<file path="config.mk">
export PLATFORM = sky130hd
export DESIGN_NAME = mem_stage1
export DESIGN_NICKNAME = d
export VERILOG_FILES = /design/src/mem_pkg.sv /design/src/mem_stage1.sv /design/src/mem_dep_check.sv /design/src/mem_lsu.sv /design/src/mem_tlb.sv
export VERILOG_INCLUDE_DIRS = /design/src
export SDC_FILE = /design/constraint.sdc
export NUM_CORES = 2
export LEC_CHECK = 0
export BUFFER_PORTS_ARGS = -buffer_cell sky130_fd_sc_hd__buf_2
export CORE_MARGIN = 2
export CORE_UTILIZATION = 34
export CTS_CLUSTER_DIAMETER = 150
export CTS_CLUSTER_SIZE = 8
export DETAILED_ROUTE_END_ITERATION = 10
export PLACE_DENSITY = 0.61
export SLEW_MARGIN = 10
export SYNTH_ARGS = -nofsm -noshare
export SYNTH_HDL_FRONTEND = slang
export SYNTH_SLANG_ARGS = --single-unit
</file>
<file path="constraint.sdc">
create_clock -name clk -period 22.1 [get_ports clk]
set_input_delay 4.42 -clock clk [delete_from_list [all_inputs] [get_ports clk]]
set_output_delay 4.42 -clock clk [all_outputs]
set_load 0.005 [all_outputs]
</file>
<file path="src/mem_params.svh">
`ifndef MEM_PARAMS_SVH
`define MEM_PARAMS_SVH

// --------------------
// paging geometry
// --------------------
`define PAGE_BITS 12
`define PAGE_SIZE (1 << `PAGE_BITS)

// --------------------
// tlb and addresses
// --------------------
`define TLB_ENTRIES 8
`define VPN_BITS 20
`define PFN_BITS 20
`define ADDR_BITS 32

`endif
</file>
<file path="src/mem_pkg.sv">
package mem_pkg;
`include "mem_params.svh"

   // --------------------
   // addresses and pages
   // --------------------
   typedef struct packed {
      logic [`VPN_BITS-1:0]  vpn;
      logic [`PAGE_BITS-1:0] off;
   } lin_addr_s;

   // linear address, raw or split into page and offset.
   typedef union packed {
      logic [`ADDR_BITS-1:0] raw;
      lin_addr_s             pg;
   } lin_addr_u;

   typedef struct packed {
      logic [`PFN_BITS-1:0] pfn;
      logic                 present;
      logic                 rw;      // write allowed.
      logic                 pcd;
   } pte_t;

   // --------------------
   // accesses
   // --------------------
   typedef struct packed {
      logic       v;
      lin_addr_u  addr;
      logic [1:0] size;   // 1, 2, 4 or 8 bytes.
   } mem_req_t;

   typedef struct packed {
      logic                  v;
      logic                  pcd;
      logic [`ADDR_BITS-1:0] ra;
      logic [3:0]            size;   // byte count.
   } mem_piece_t;

   typedef struct packed {
      logic       v;
      mem_piece_t p1;
      mem_piece_t p2;
   } wr_pending_t;

   // control store fields read by this stage.
   typedef struct packed {
      logic       jmp_stall_de;
      logic       is_near_ret;
      logic       is_far_ret;
      logic       ld_flags;
      logic [5:0] flags_affected;
   } cs_mem_t;

endpackage

</file>
<file path="src/mem_stage1.sv">
`timescale 1ns/1ps
`include "mem_params.svh"

module mem_stage1 import mem_pkg::*; (
   input  logic                  clk,
   input  logic                  rst_n,
   input  logic                  v,

   // from previous stage.
   input  mem_req_t              rd_req,
   input  mem_req_t              wr_req,
   input  cs_mem_t               cs,

   // pending writes of later stages.
   input  wr_pending_t           me_wr,
   input  wr_pending_t           ex_wr,

   // tlb fill.
   input  logic                  fill_en,
   input  logic [`VPN_BITS-1:0]  fill_vpn,
   input  pte_t                  fill_pte,

   // to next stage latches.
   output mem_piece_t            rd1,
   output mem_piece_t            rd2,
   output mem_piece_t            wr1,
   output mem_piece_t            wr2,
   output logic [`ADDR_BITS-1:0] wr_addr_out,
   output logic [1:0]            wr_size_out,
   output logic                  wr_flag_out,
   output logic                  page_fault,
   output logic                  gprot,
   output logic                  dep_stall,
   output logic                  jmp_stall,
   output logic                  ld_df
);

   mem_req_t rd_req_g;
   mem_req_t wr_req_g;
   logic     rd_page_fault;
   logic     wr_page_fault;

   // --------------------
   // request gating
   // --------------------
   always_comb begin
      rd_req_g   = rd_req;
      rd_req_g.v = v & rd_req.v;
      wr_req_g   = wr_req;
      wr_req_g.v = v & wr_req.v;
   end

   mem_lsu lsu_i (
      .clk           (clk),
      .rst_n         (rst_n),
      .rd_req        (rd_req_g),
      .wr_req        (wr_req_g),
      .fill_en       (fill_en),
      .fill_vpn      (fill_vpn),
      .fill_pte      (fill_pte),
      .rd1           (rd1),
      .rd2           (rd2),
      .wr1           (wr1),
      .wr2           (wr2),
      .rd_page_fault (rd_page_fault),
      .wr_page_fault (wr_page_fault),
      .gprot         (gprot)
   );

   assign page_fault = rd_page_fault | wr_page_fault;

   mem_dep_check dep_i (
      .v         (v),
      .rd1       (rd1),
      .rd2       (rd2),
      .me_wr     (me_wr),
      .ex_wr     (ex_wr),
      .dep_stall (dep_stall)
   );

   // --------------------
   // pass-through and decode
   // --------------------
   assign wr_addr_out = wr_req.addr.raw;
   assign wr_size_out = wr_req.size;
   assign wr_flag_out = wr_req.v;   // ungated for the latches.

   assign jmp_stall = v & (cs.jmp_stall_de | cs.is_near_ret | cs.is_far_ret);
   assign ld_df     = v & cs.ld_flags & cs.flags_affected[5];   // df is bit 5.

   // no fault, strobe or stall leaves the stage without a valid instruction.
   a_quiet_when_idle: assert property (@(posedge clk) disable iff (!rst_n)
      !v |-> !(page_fault || gprot || jmp_stall || ld_df || dep_stall))
      else $error("stage output active while v is low");

endmodule

</file>
<file path="src/mem_dep_check.sv">
`timescale 1ns/1ps
`include "mem_params.svh"

module mem_dep_check import mem_pkg::*; (
   input  logic        v,
   input  mem_piece_t  rd1,
   input  mem_piece_t  rd2,
   input  wr_pending_t me_wr,
   input  wr_pending_t ex_wr,
   output logic        dep_stall
);

   mem_piece_t rp [2];
   mem_piece_t wp [4];
   logic [3:0] wv;
   logic [7:0] pair_hit;

   // each range starts before the other ends.
   function automatic logic overlap(input mem_piece_t a, input mem_piece_t b);
      logic [`ADDR_BITS:0] a_end;
      logic [`ADDR_BITS:0] b_end;
      a_end = {1'b0, a.ra} + (`ADDR_BITS+1)'(a.size);
      b_end = {1'b0, b.ra} + (`ADDR_BITS+1)'(b.size);
      return ({1'b0, a.ra} < b_end) && ({1'b0, b.ra} < a_end);
   endfunction

   // --------------------
   // operand lists
   // --------------------
   always_comb begin
      rp[0] = rd1;
      rp[1] = rd2;
      wp[0] = me_wr.p1;
      wp[1] = me_wr.p2;
      wp[2] = ex_wr.p1;
      wp[3] = ex_wr.p2;
      wv[0] = me_wr.v & me_wr.p1.v;   // stage valid gates its pieces.
      wv[1] = me_wr.v & me_wr.p2.v;
      wv[2] = ex_wr.v & ex_wr.p1.v;
      wv[3] = ex_wr.v & ex_wr.p2.v;
   end

   // --------------------
   // pairwise compares
   // --------------------
   always_comb begin
      for (int r = 0; r < 2; r++) begin
         for (int w = 0; w < 4; w++) begin
            pair_hit[r*4 + w] = rp[r].v && wv[w] && overlap(rp[r], wp[w]);
         end
      end
   end

   assign dep_stall = v && (|pair_hit);

endmodule

</file>
<file path="src/mem_lsu.sv">
`timescale 1ns/1ps
`include "mem_params.svh"

module mem_lsu import mem_pkg::*; (
   input  logic                 clk,
   input  logic                 rst_n,
   input  mem_req_t             rd_req,
   input  mem_req_t             wr_req,
   input  logic                 fill_en,
   input  logic [`VPN_BITS-1:0] fill_vpn,
   input  pte_t                 fill_pte,
   output mem_piece_t           rd1,
   output mem_piece_t           rd2,
   output mem_piece_t           wr1,
   output mem_piece_t           wr2,
   output logic                 rd_page_fault,
   output logic                 wr_page_fault,
   output logic                 gprot
);

   localparam int OFF_W = `PAGE_BITS + 1;

   lin_addr_u            rd_la1, rd_la2, wr_la1, wr_la2;
   logic [3:0]           rd_n1, rd_n2, wr_n1, wr_n2;
   logic                 rd_e2, wr_e2;
   logic [`VPN_BITS-1:0] look_vpn [4];
   logic [3:0]           hit;
   pte_t                 pte [4];
   logic [3:0]           miss;

   function automatic logic [3:0] byte_cnt(input logic [1:0] size);
      return 4'd1 << size;
   endfunction

   // --------------------
   // page split
   // --------------------
   function automatic void split_access(
      input  mem_req_t   req,
      output lin_addr_u  la1,
      output logic [3:0] n1,
      output logic       e2,
      output lin_addr_u  la2,
      output logic [3:0] n2
   );
      logic [3:0]       n;
      logic [OFF_W-1:0] end_off;
      n       = byte_cnt(req.size);
      end_off = OFF_W'(req.addr.pg.off) + OFF_W'(n);
      la1     = req.addr;
      e2      = end_off > OFF_W'(`PAGE_SIZE);
      if (e2) begin
         n1         = 4'(`PAGE_SIZE - int'(req.addr.pg.off));   // up to page end.
         n2         = n - n1;
         la2.pg.vpn = req.addr.pg.vpn + 1'b1;
         la2.pg.off = '0;
      end else begin
         n1  = n;
         n2  = '0;
         la2 = '0;
      end
   endfunction

   always_comb begin
      split_access(rd_req, rd_la1, rd_n1, rd_e2, rd_la2, rd_n2);
      split_access(wr_req, wr_la1, wr_n1, wr_e2, wr_la2, wr_n2);
   end

   assign look_vpn[0] = rd_la1.pg.vpn;
   assign look_vpn[1] = rd_la2.pg.vpn;
   assign look_vpn[2] = wr_la1.pg.vpn;
   assign look_vpn[3] = wr_la2.pg.vpn;

   mem_tlb tlb_i (
      .clk      (clk),
      .rst_n    (rst_n),
      .fill_en  (fill_en),
      .fill_vpn (fill_vpn),
      .fill_pte (fill_pte),
      .look_vpn (look_vpn),
      .hit      (hit),
      .pte      (pte)
   );

   // --------------------
   // translate and fault
   // --------------------
   function automatic mem_piece_t xlate(input logic ok, input lin_addr_u la,
                                        input logic [3:0] n, input logic h, input pte_t e);
      mem_piece_t pc;
      pc = '0;   // invalid pieces read as zero.
      if (ok && h && e.present) begin
         pc.v    = 1'b1;
         pc.pcd  = e.pcd;
         pc.ra   = {e.pfn, la.pg.off};
         pc.size = n;
      end
      return pc;
   endfunction

   always_comb begin
      rd1 = xlate(rd_req.v, rd_la1, rd_n1, hit[0], pte[0]);
      rd2 = xlate(rd1.v && rd_e2, rd_la2, rd_n2, hit[1], pte[1]);
      wr1 = xlate(wr_req.v, wr_la1, wr_n1, hit[2], pte[2]);
      wr2 = xlate(wr1.v && wr_e2, wr_la2, wr_n2, hit[3], pte[3]);

      miss[0] = rd_req.v && !(hit[0] && pte[0].present);
      miss[1] = rd_req.v && rd_e2 && !(hit[1] && pte[1].present);
      miss[2] = wr_req.v && !(hit[2] && pte[2].present);
      miss[3] = wr_req.v && wr_e2 && !(hit[3] && pte[3].present);
   end

   assign rd_page_fault = miss[0] | miss[1];
   assign wr_page_fault = miss[2] | miss[3];
   assign gprot = (wr1.v && !pte[2].rw) || (wr2.v && !pte[3].rw);   // read-only page.

   a_rd_order: assert property (@(posedge clk) disable iff (!rst_n) rd2.v |-> rd1.v);
   a_wr_order: assert property (@(posedge clk) disable iff (!rst_n) wr2.v |-> wr1.v);

   // a fully translated access covers exactly the requested bytes.
   a_rd_sum: assert property (@(posedge clk) disable iff (!rst_n)
      rd1.v && !rd_page_fault |->
         5'(rd1.size) + 5'(rd2.size) == 5'(byte_cnt(rd_req.size)));
   a_wr_sum: assert property (@(posedge clk) disable iff (!rst_n)
      wr1.v && !wr_page_fault |->
         5'(wr1.size) + 5'(wr2.size) == 5'(byte_cnt(wr_req.size)));

endmodule

</file>
<file path="src/mem_tlb.sv">
`timescale 1ns/1ps
`include "mem_params.svh"

module mem_tlb import mem_pkg::*; (
   input  logic                 clk,
   input  logic                 rst_n,
   input  logic                 fill_en,
   input  logic [`VPN_BITS-1:0] fill_vpn,
   input  pte_t                 fill_pte,
   input  logic [`VPN_BITS-1:0] look_vpn [4],
   output logic [3:0]           hit,
   output pte_t                 pte [4]
);

   localparam int IDX_BITS = $clog2(`TLB_ENTRIES);

   logic [`TLB_ENTRIES-1:0] ent_v;
   logic [`VPN_BITS-1:0]    ent_vpn [`TLB_ENTRIES];
   pte_t                    ent_pte [`TLB_ENTRIES];
   logic [IDX_BITS-1:0]     rr_ptr;
   logic                    fill_match;
   logic [IDX_BITS-1:0]     fill_idx;
   logic                    dup_vpn;

   // --------------------
   // fill
   // --------------------
   always_comb begin
      fill_match = 1'b0;
      fill_idx   = rr_ptr;   // round-robin victim.
      for (int i = 0; i < `TLB_ENTRIES; i++) begin
         if (ent_v[i] && ent_vpn[i] == fill_vpn) begin
            fill_match = 1'b1;
            fill_idx   = IDX_BITS'(i);   // same vpn, overwrite in place.
         end
      end
   end

   always_ff @(posedge clk or negedge rst_n) begin
      if (!rst_n) begin
         ent_v  <= '0;
         rr_ptr <= '0;
      end else if (fill_en) begin
         ent_v[fill_idx] <= 1'b1;
         if (!fill_match) begin
            rr_ptr <= rr_ptr + 1'b1;
         end
      end
   end

   always_ff @(posedge clk) begin
      if (fill_en) begin
         ent_vpn[fill_idx] <= fill_vpn;
         ent_pte[fill_idx] <= fill_pte;
      end
   end

   // --------------------
   // lookup
   // --------------------
   always_comb begin
      for (int p = 0; p < 4; p++) begin
         hit[p] = 1'b0;
         pte[p] = '0;
         for (int i = 0; i < `TLB_ENTRIES; i++) begin
            if (ent_v[i] && ent_vpn[i] == look_vpn[p]) begin
               hit[p] = 1'b1;
               pte[p] = ent_pte[i];
            end
         end
      end
   end

   always_comb begin
      dup_vpn = 1'b0;
      for (int i = 0; i < `TLB_ENTRIES; i++) begin
         for (int j = i + 1; j < `TLB_ENTRIES; j++) begin
            if (ent_v[i] && ent_v[j] && ent_vpn[i] == ent_vpn[j]) begin
               dup_vpn = 1'b1;
            end
         end
      end
   end

   // refills must never leave a vpn in two entries.
   a_uniq_vpn: assert property (@(posedge clk) disable iff (!rst_n) !dup_vpn)
      else $error("tlb holds one vpn in two valid entries");

endmodule

</file>
# [Word-level counts from Yosys, hierarchy flattened]
# Memories as Yosys holds them, arrays and structs flattened.
# Index checks and enable logic that the tools add are counted.
[word_totals] in_bits=281 regBits=11 elab_cells=288 mem_count=2 ram_bits=344 output_inout_bits=192
[memory_table] memory="lsu_i.tlb_i.ent_pte" words=8 width=23 read_ports=8 rd_ports_with_merged_regs=0 write_ports=1 line="mem_tlb.sv:19" source="pte_t ent_pte [`TLB_ENTRIES];"
[memory_table] memory="lsu_i.tlb_i.ent_vpn" words=8 width=20 read_ports=8 rd_ports_with_merged_regs=0 write_ports=1 line="mem_tlb.sv:18" source="logic [`VPN_BITS-1:0] ent_vpn [`TLB_ENTRIES];"
[op_classes] n_reduce_logical=97 n_bitwise=16 n_eq_ne=40 order_cmp=20 add_sub_neg=15 n_shift=2 n_mux=94
[ops] cell="equality test 20 bit" n=40
[ops] cell="two-way mux 23 bit" n=32
[ops] cell="< comparator 32 x 33 -> 1 bit" n=16
[ops] cell="adder 32 x 4 -> 33 bit" n=6
[ops] cell="two-way mux 38 bit" n=4
[ops] cell="logical AND 1 bit" n=88
[ops] cell="two-way mux 32 bit" n=2
[ops] cell="two-way mux 1 bit" n=43
[ops] cell="adder 20 x 1 -> 20 bit (second input constant)" n=2
[ops] cell="adder 12 x 4 -> 13 bit" n=2
[ops] cell="> comparator 13 bit (second input constant)" n=2
[ops] cell="two-way mux 3 bit" n=8
[ops] cell="two-way mux 4 bit" n=4
[ops] cell="AND 1 bit" n=9
[ops] cell="OR 8 bit" n=1
[ops] cell="OR reduction 8 bit" n=1
[ops] cell="<< shifter 1 x 2 -> 4 bit (first input constant)" n=2
[ops] cell="subtractor 1 x 4 -> 4 bit (first input constant)" n=2
[ops] cell="subtractor 4 bit" n=2
[ops] cell="logical NOT 1 bit" n=6
[ops] cell="OR 1 bit" n=5
[ops] cell="< comparator 3 x 4 -> 1 bit (second input constant)" n=1
[ops] cell="adder 3 x 1 -> 3 bit (second input constant)" n=1
[ops] cell="demux 1 bit (select 3 bit)" n=1
[ops] cell="other kinds (4)" n=4

# [Depth between registers and ports, before layout]
[logic_depth] ltp_word=23 mapped_depth=39 depth_no_buf=35

# [Cells and area by module]
# Synthesis repeated with hierarchy kept, for this count alone.
[hier_totals] hier_cells=5213 area_unflattened_um2=45566.2
[modules_own_cells] mod="mem_tlb" instances=1 area_per_inst_um2=27794.2 seq_area_each_um2=10605.2 cells_each=2933
[modules_own_cells] mod="mem_dep_check" instances=1 area_per_inst_um2=14630.3 seq_area_each_um2=0.0 cells_each=1793
[modules_own_cells] mod="mem_lsu" instances=1 area_per_inst_um2=2845.2 seq_area_each_um2=0.0 cells_each=447
[modules_own_cells] mod="mem_stage1" instances=1 area_per_inst_um2=296.5 seq_area_each_um2=0.0 cells_each=40

# [Worst setup path before layout]
# Ideal clock, no wire load.
[synth_path] path_type="input to output" startpoint="input rd_req[33] (netlist name)" endpoint="output dep_stall" required_ns=17.680 setup_slack_ns=6.096 cell_stages=35 n_path_buf=4 arrival_ns=11.584 path_cell_list="clkbuf_1 > xnor2_1 > nand4_1 > nor4_1 > and2_1 > buf_2 > a21oi_1 > o31ai_1 > a211oi_1 > nor2_1 > clkbuf_1 > buf_1 > nor2_1 > ha_1 > a21o_1 > a21oi_1 > nor2b_1 > o21ai_0 > nor2_1 > o2111ai_1 > a2111oi_2 > nand3_1 > nor2_1 > nand2_1 > xor2_1 > ha_1 > nor2b_1 > o21ai_0 > nand2b_1 > a2111oi_0 > nand3_1 > a31o_2 > a31oi_1 > a41oi_1 > o221ai_1"
[synth_rtl] element="from (decl)" line="mem_stage1.sv:10" source="input mem_req_t rd_req,"
[synth_rtl] element="to (decl)" line="mem_stage1.sv:33" source="output logic dep_stall,"

# [Worst setup path in the final report]
[layout_path] startpoint="input rd_req[17] (netlist name)" endpoint="output dep_stall"
[layout_between] elab_chain_len=23 word_cells_on_any_way=117 cone_classes="3 x add/sub; 16 x order compare; 16 x eq/ne; 35 x mux; 47 x reduce/logical"
[layout_rtl] element="branches (longest 21 deep; another with adder 20 x 1 -> 20 bit)"
[layout_rtl] element="OR reduction 8 bit *" line="mem_dep_check.sv:54" source="assign dep_stall = v && (|pair_hit);"
[layout_rtl] element="logical AND 1 bit *" line="mem_dep_check.sv:54"
# Every way passes the cells marked *.

==> impl_metrics.json <==
{
  "run_status": "complete, no violations",
  "worst_slew_margin_rel_pct": 11.98,
  "p_int_mw": 1.583,
  "yosys-mux-area-fraction_pct": 3.136,
  "layer_with_the_highest_usage": "met2",
  "endpoint_kind": "output port",
  "synth_warnings": 0,
  "syn_area_um2": 47400,
  "antenna_found_initial": 31,
  "number_of_global_route_vias_before_repair": 46380,
  "hold_buffers": 0,
  "die_h_um": 377.4,
  "p_leak_nw": 20.37,
  "detailroute.via_count": 49800,
  "synthFlopType": "sky130_fd_sc_hd__edfxtp_1",
  "yosys_register_bits": 355,
  "synth_seq_area_share_pct": 22.37,
  "timing_worst_setup_path_type": "input pin to output port",
  "fillers": 14170,
  "synth-adder-area-share_pct": 12.41,
  "report.final.hold_viol_count": 0,
  "synth_xor_xnor_area_share_pct": 15.63,
  "gr-usage-met1_pct": 43.32,
  "power_switching_share_pct": 38.65,
  "cts.htree.levels": 2,
  "worst_r2r_startpoint": "lsu_i.tlb_i.ent_vpn[0][4]$_DFFE_PP_",
  "clock_power_share_pct": 28.4,
  "setup_viol_count_final": 0,
  "slew_violations": 0,
  "crit_path_start": "rd_req[17]",
  "final_antenna_violating_net_count": 0,
  "sequentialPowerShare_pct": 39.4,
  "dpl.hpwl_um": 188100,
  "grt_max_degree": 69,
  "synth_enable_flop_cells": 344,
  "slowest_stage": "sky130_fd_sc_hd__a2111oi_0",
  "avgRoutedWirePerCell_um": 32.06,
  "regArea_um2": 10610,
  "insertion_delay_ns": 0.62,
  "tritoncts_num_sinks": 355,
  "worst-endpoint-arrival_ns": 15.62,
  "vdd_drop_max_mv": 0.06547,
  "core_area_um2": 139000,
  "global_route.usage.met2_pct": 51.15,
  "drc": 0,
  "r2r_cells": 14,
  "area_growth_syn_to_layout_pct": 12.07,
  "cp_launch_type": "input pin",
  "tritoncts.num_buffers": 50,
  "detail_route.wirelength_um": 249600,
  "final_net_count": 6611,
  "synth_top_family_by_area": "compound AO/OA/AOI/OAI gates",
  "ctsResizeCount": 0,
  "netSwitchingPower_uw": 997.1,
  "final.setup.tns_ns": 0,
  "clkTransAtPathRegs_ns": 0.05,
  "post_synth_and_or_nand_nor_area_fraction_pct": 19.03,
  "comb_power_share_pct": 32.3,
  "drt-initial-drc-count": 6609,
  "route.detailed.vias_per_inst": 6.397,
  "rsz0062_at_grt": "no",
  "rows": 137,
  "max_slew.worst_pin.slew_ns": 1.287,
  "initial_utilization_pct": 34.10,
  "worst_clock_skew_ns": 0.03407,
  "synth_compound_gate_area_share_pct": 21.43,
  "hold_slack_ns": 0.4728,
  "worstReg2RegEnd": "lsu_i.tlb_i.ent_pte[0][16]$_DFFE_PP_",
  "netlist_instances": 5670,
  "cp_data_required_time_ns": 17.68,
  "groute.layer.met3.usage_pct": 8.555,
  "postCtsSetupRepairBufs": 0,
  "power_density_nw_per_um2": 48.56,
  "multi_input_comb_area_um2": 34400,
  "async_reset_ff_share_pct": 3.099,
  "die_area_um2": 142400,
  "cpPeakStageDelay_ns": 1.09,
  "global_route.overflow_total": 0,
  "avgSynthCellArea_um2": 8.360,
  "final_min_period_over_clock_period_pct": 90.68,
  "fraction_of_final_layout_cells_with_drive_strength_greater_than_1_pct": 14.17,
  "pin_count": 473,
  "port_buffers": 439,
  "tritoncts": "yes",
  "grt_first_pass_wirelength_um": 345500,
  "gp_congestion": 1.045,
  "reg2reg_slack_ns": 17.65,
  "clock-root-buffer": "sky130_fd_sc_hd__clkbuf_16",
  "worst_hold_path_type": "flip-flop to flip-flop",
  "period_minus_slack_ns": 20.04,
  "die_width_um": 377.4,
  "worst_setup_ep": "dep_stall",
  "distinct_cells_synth": 104,
  "max_clock_freq_mhz": 49.90,
  "grt_usage_pct": 33.61,
  "ctsLongestPathBuffers": 3,
  "crit_path_max_fanout": 35,
  "max_cap_viol_count": 0,
  "drt_pass1_iterations": 6
}
cell type report:
class                      count  area share, %
tap                         1876          4.418
antenna                       22         0.1036
inverter                     158          1.116
clock inverter                 3         0.1696
timing repair buffer         637          6.934
multi-input combinational   4663          64.75
sequential                   355          19.96
clock buffer                  71          2.544
cells in the mapped netlist, types with 40 or more instances:
cell type / count / area share, %
sky130_fd_sc_hd__a211oi_1: 45 / 0.71
sky130_fd_sc_hd__a21o_1: 118 / 1.9
sky130_fd_sc_hd__a21oi_1: 312 / 3.3
sky130_fd_sc_hd__a31oi_1: 57 / 0.75
sky130_fd_sc_hd__and2_1: 44 / 0.58
sky130_fd_sc_hd__and3_1: 93 / 1.2
sky130_fd_sc_hd__buf_1: 95 / 0.75
sky130_fd_sc_hd__buf_2: 59 / 0.62
sky130_fd_sc_hd__buf_4: 60 / 0.95
sky130_fd_sc_hd__clkbuf_1: 300 / 2.4
sky130_fd_sc_hd__edfxtp_1: 344 / 22
sky130_fd_sc_hd__ha_1: 458 / 12
sky130_fd_sc_hd__inv_1: 157 / 1.2
sky130_fd_sc_hd__mux2i_1: 117 / 2.5
sky130_fd_sc_hd__nand2_1: 372 / 2.9
sky130_fd_sc_hd__nand2b_1: 59 / 0.78
sky130_fd_sc_hd__nand3_1: 161 / 1.7
sky130_fd_sc_hd__nand4_1: 185 / 2.4
sky130_fd_sc_hd__nor2_1: 352 / 2.8
sky130_fd_sc_hd__nor2b_1: 69 / 0.91
sky130_fd_sc_hd__nor3_1: 90 / 0.95
sky130_fd_sc_hd__nor4_1: 104 / 1.4
sky130_fd_sc_hd__o2111ai_1: 40 / 0.74
sky130_fd_sc_hd__o211ai_1: 53 / 0.84
sky130_fd_sc_hd__o21a_1: 44 / 0.70
sky130_fd_sc_hd__o21ai_0: 350 / 3.7
sky130_fd_sc_hd__xnor2_1: 496 / 9.2
sky130_fd_sc_hd__xor2_1: 292 / 5.4
worst min-delay path by stage:
stage / endpoint / startpoint / cells past startpoint
finish: lsu_i.tlb_i.rr_ptr[2]$_DFFE_PN0P_ / lsu_i.tlb_i.rr_ptr[2]$_DFFE_PN0P_ / 1
global route: lsu_i.tlb_i.rr_ptr[2]$_DFFE_PN0P_ / lsu_i.tlb_i.rr_ptr[2]$_DFFE_PN0P_ / 1
CTS: lsu_i.tlb_i.rr_ptr[2]$_DFFE_PN0P_ / lsu_i.tlb_i.rr_ptr[2]$_DFFE_PN0P_ / 1
detailed placement: lsu_i.tlb_i.rr_ptr[2]$_DFFE_PN0P_ / lsu_i.tlb_i.rr_ptr[2]$_DFFE_PN0P_ / 1
global placement: lsu_i.tlb_i.rr_ptr[2]$_DFFE_PN0P_ / lsu_i.tlb_i.rr_ptr[2]$_DFFE_PN0P_ / 1
floorplan: lsu_i.tlb_i.rr_ptr[2]$_DFFE_PN0P_ / lsu_i.tlb_i.rr_ptr[2]$_DFFE_PN0P_ / 1
per-layer routing:
layer | wire length (um) | part of all wire, %
met1 | 97830 | 39
met5 | 105 | 0.042
met4 | 15370 | 6.2
met2 | 106200 | 43
met3 | 30130 | 12
power groups by stage:
stage               registers [mW]  logic, mW  clock network (mW)
global route                  1.02      0.876               0.762
detailed placement            1.01      0.802                   0
finish                        1.02      0.832               0.732
floorplan                    0.905      0.544                   0
CTS                           1.00      0.806               0.739
global placement              1.01      0.793                   0
through the flow:
stage / utilization [%] / total power [mW] / worst slack [ns] / area (um^2) / cells
CTS: 38.17 / 2.545 / 2.451 / 53070 / 7763
global placement: 37.14 / 1.804 / 2.542 / 51630 / 7689
floorplan: - / 1.449 / 6.096 / 47490 / 5693
detailed placement: 37.14 / 1.815 / 2.489 / 51630 / 7689
finish: 38.21 / 2.580 / 2.060 / 53120 / 7785
global route: 38.19 / 2.654 / 1.798 / 53100 / 7774
cell families after synthesis:
kind of cell / after synthesis
and+or+nand+nor: 1723
AOI/OAI and AO/OA: 1494
xor gates and xnor gates: 811
buffers and inverters: 675
adders and majority gates: 466
DFF: 355
muxes: 145
other: 1
worst max-delay path, delay by kind of cell:
family / cells / cell delay, ns
simple gates: 13 / 3.65
compound gates: 12 / 3.99
xor+xnor: 2 / 0.88
fa+ha+maj: 2 / 0.78
buf+inv: 5 / 1.84
state kept, by name (all words and copies together), names as in the netlist:
register / count
lsu_i.tlb_i.rr_ptr: 3
lsu_i.tlb_i.ent_pte: 184
lsu_i.tlb_i.ent_vpn: 160
lsu_i.tlb_i.ent_v: 8
layout by cell type (no fill, tap or decap), types with 95 or more instances in the layout:
cell / netlist / layout
sky130_fd_sc_hd__xnor2_1: 496 / 493
sky130_fd_sc_hd__ha_1: 458 / 458
sky130_fd_sc_hd__buf_2: 59 / 439
sky130_fd_sc_hd__nand2_1: 372 / 371
sky130_fd_sc_hd__o21ai_0: 350 / 349
sky130_fd_sc_hd__nor2_1: 352 / 344
sky130_fd_sc_hd__edfxtp_1: 344 / 344
sky130_fd_sc_hd__a21oi_1: 312 / 306
sky130_fd_sc_hd__xor2_1: 292 / 290
sky130_fd_sc_hd__buf_4: 60 / 198
sky130_fd_sc_hd__nand4_1: 185 / 185
sky130_fd_sc_hd__nand3_1: 161 / 160
sky130_fd_sc_hd__inv_1: 157 / 157
sky130_fd_sc_hd__a21o_1: 118 / 118
sky130_fd_sc_hd__mux2i_1: 117 / 117
sky130_fd_sc_hd__nor4_1: 104 / 95
No activity file was read; power rests on OpenSTA's default activity.
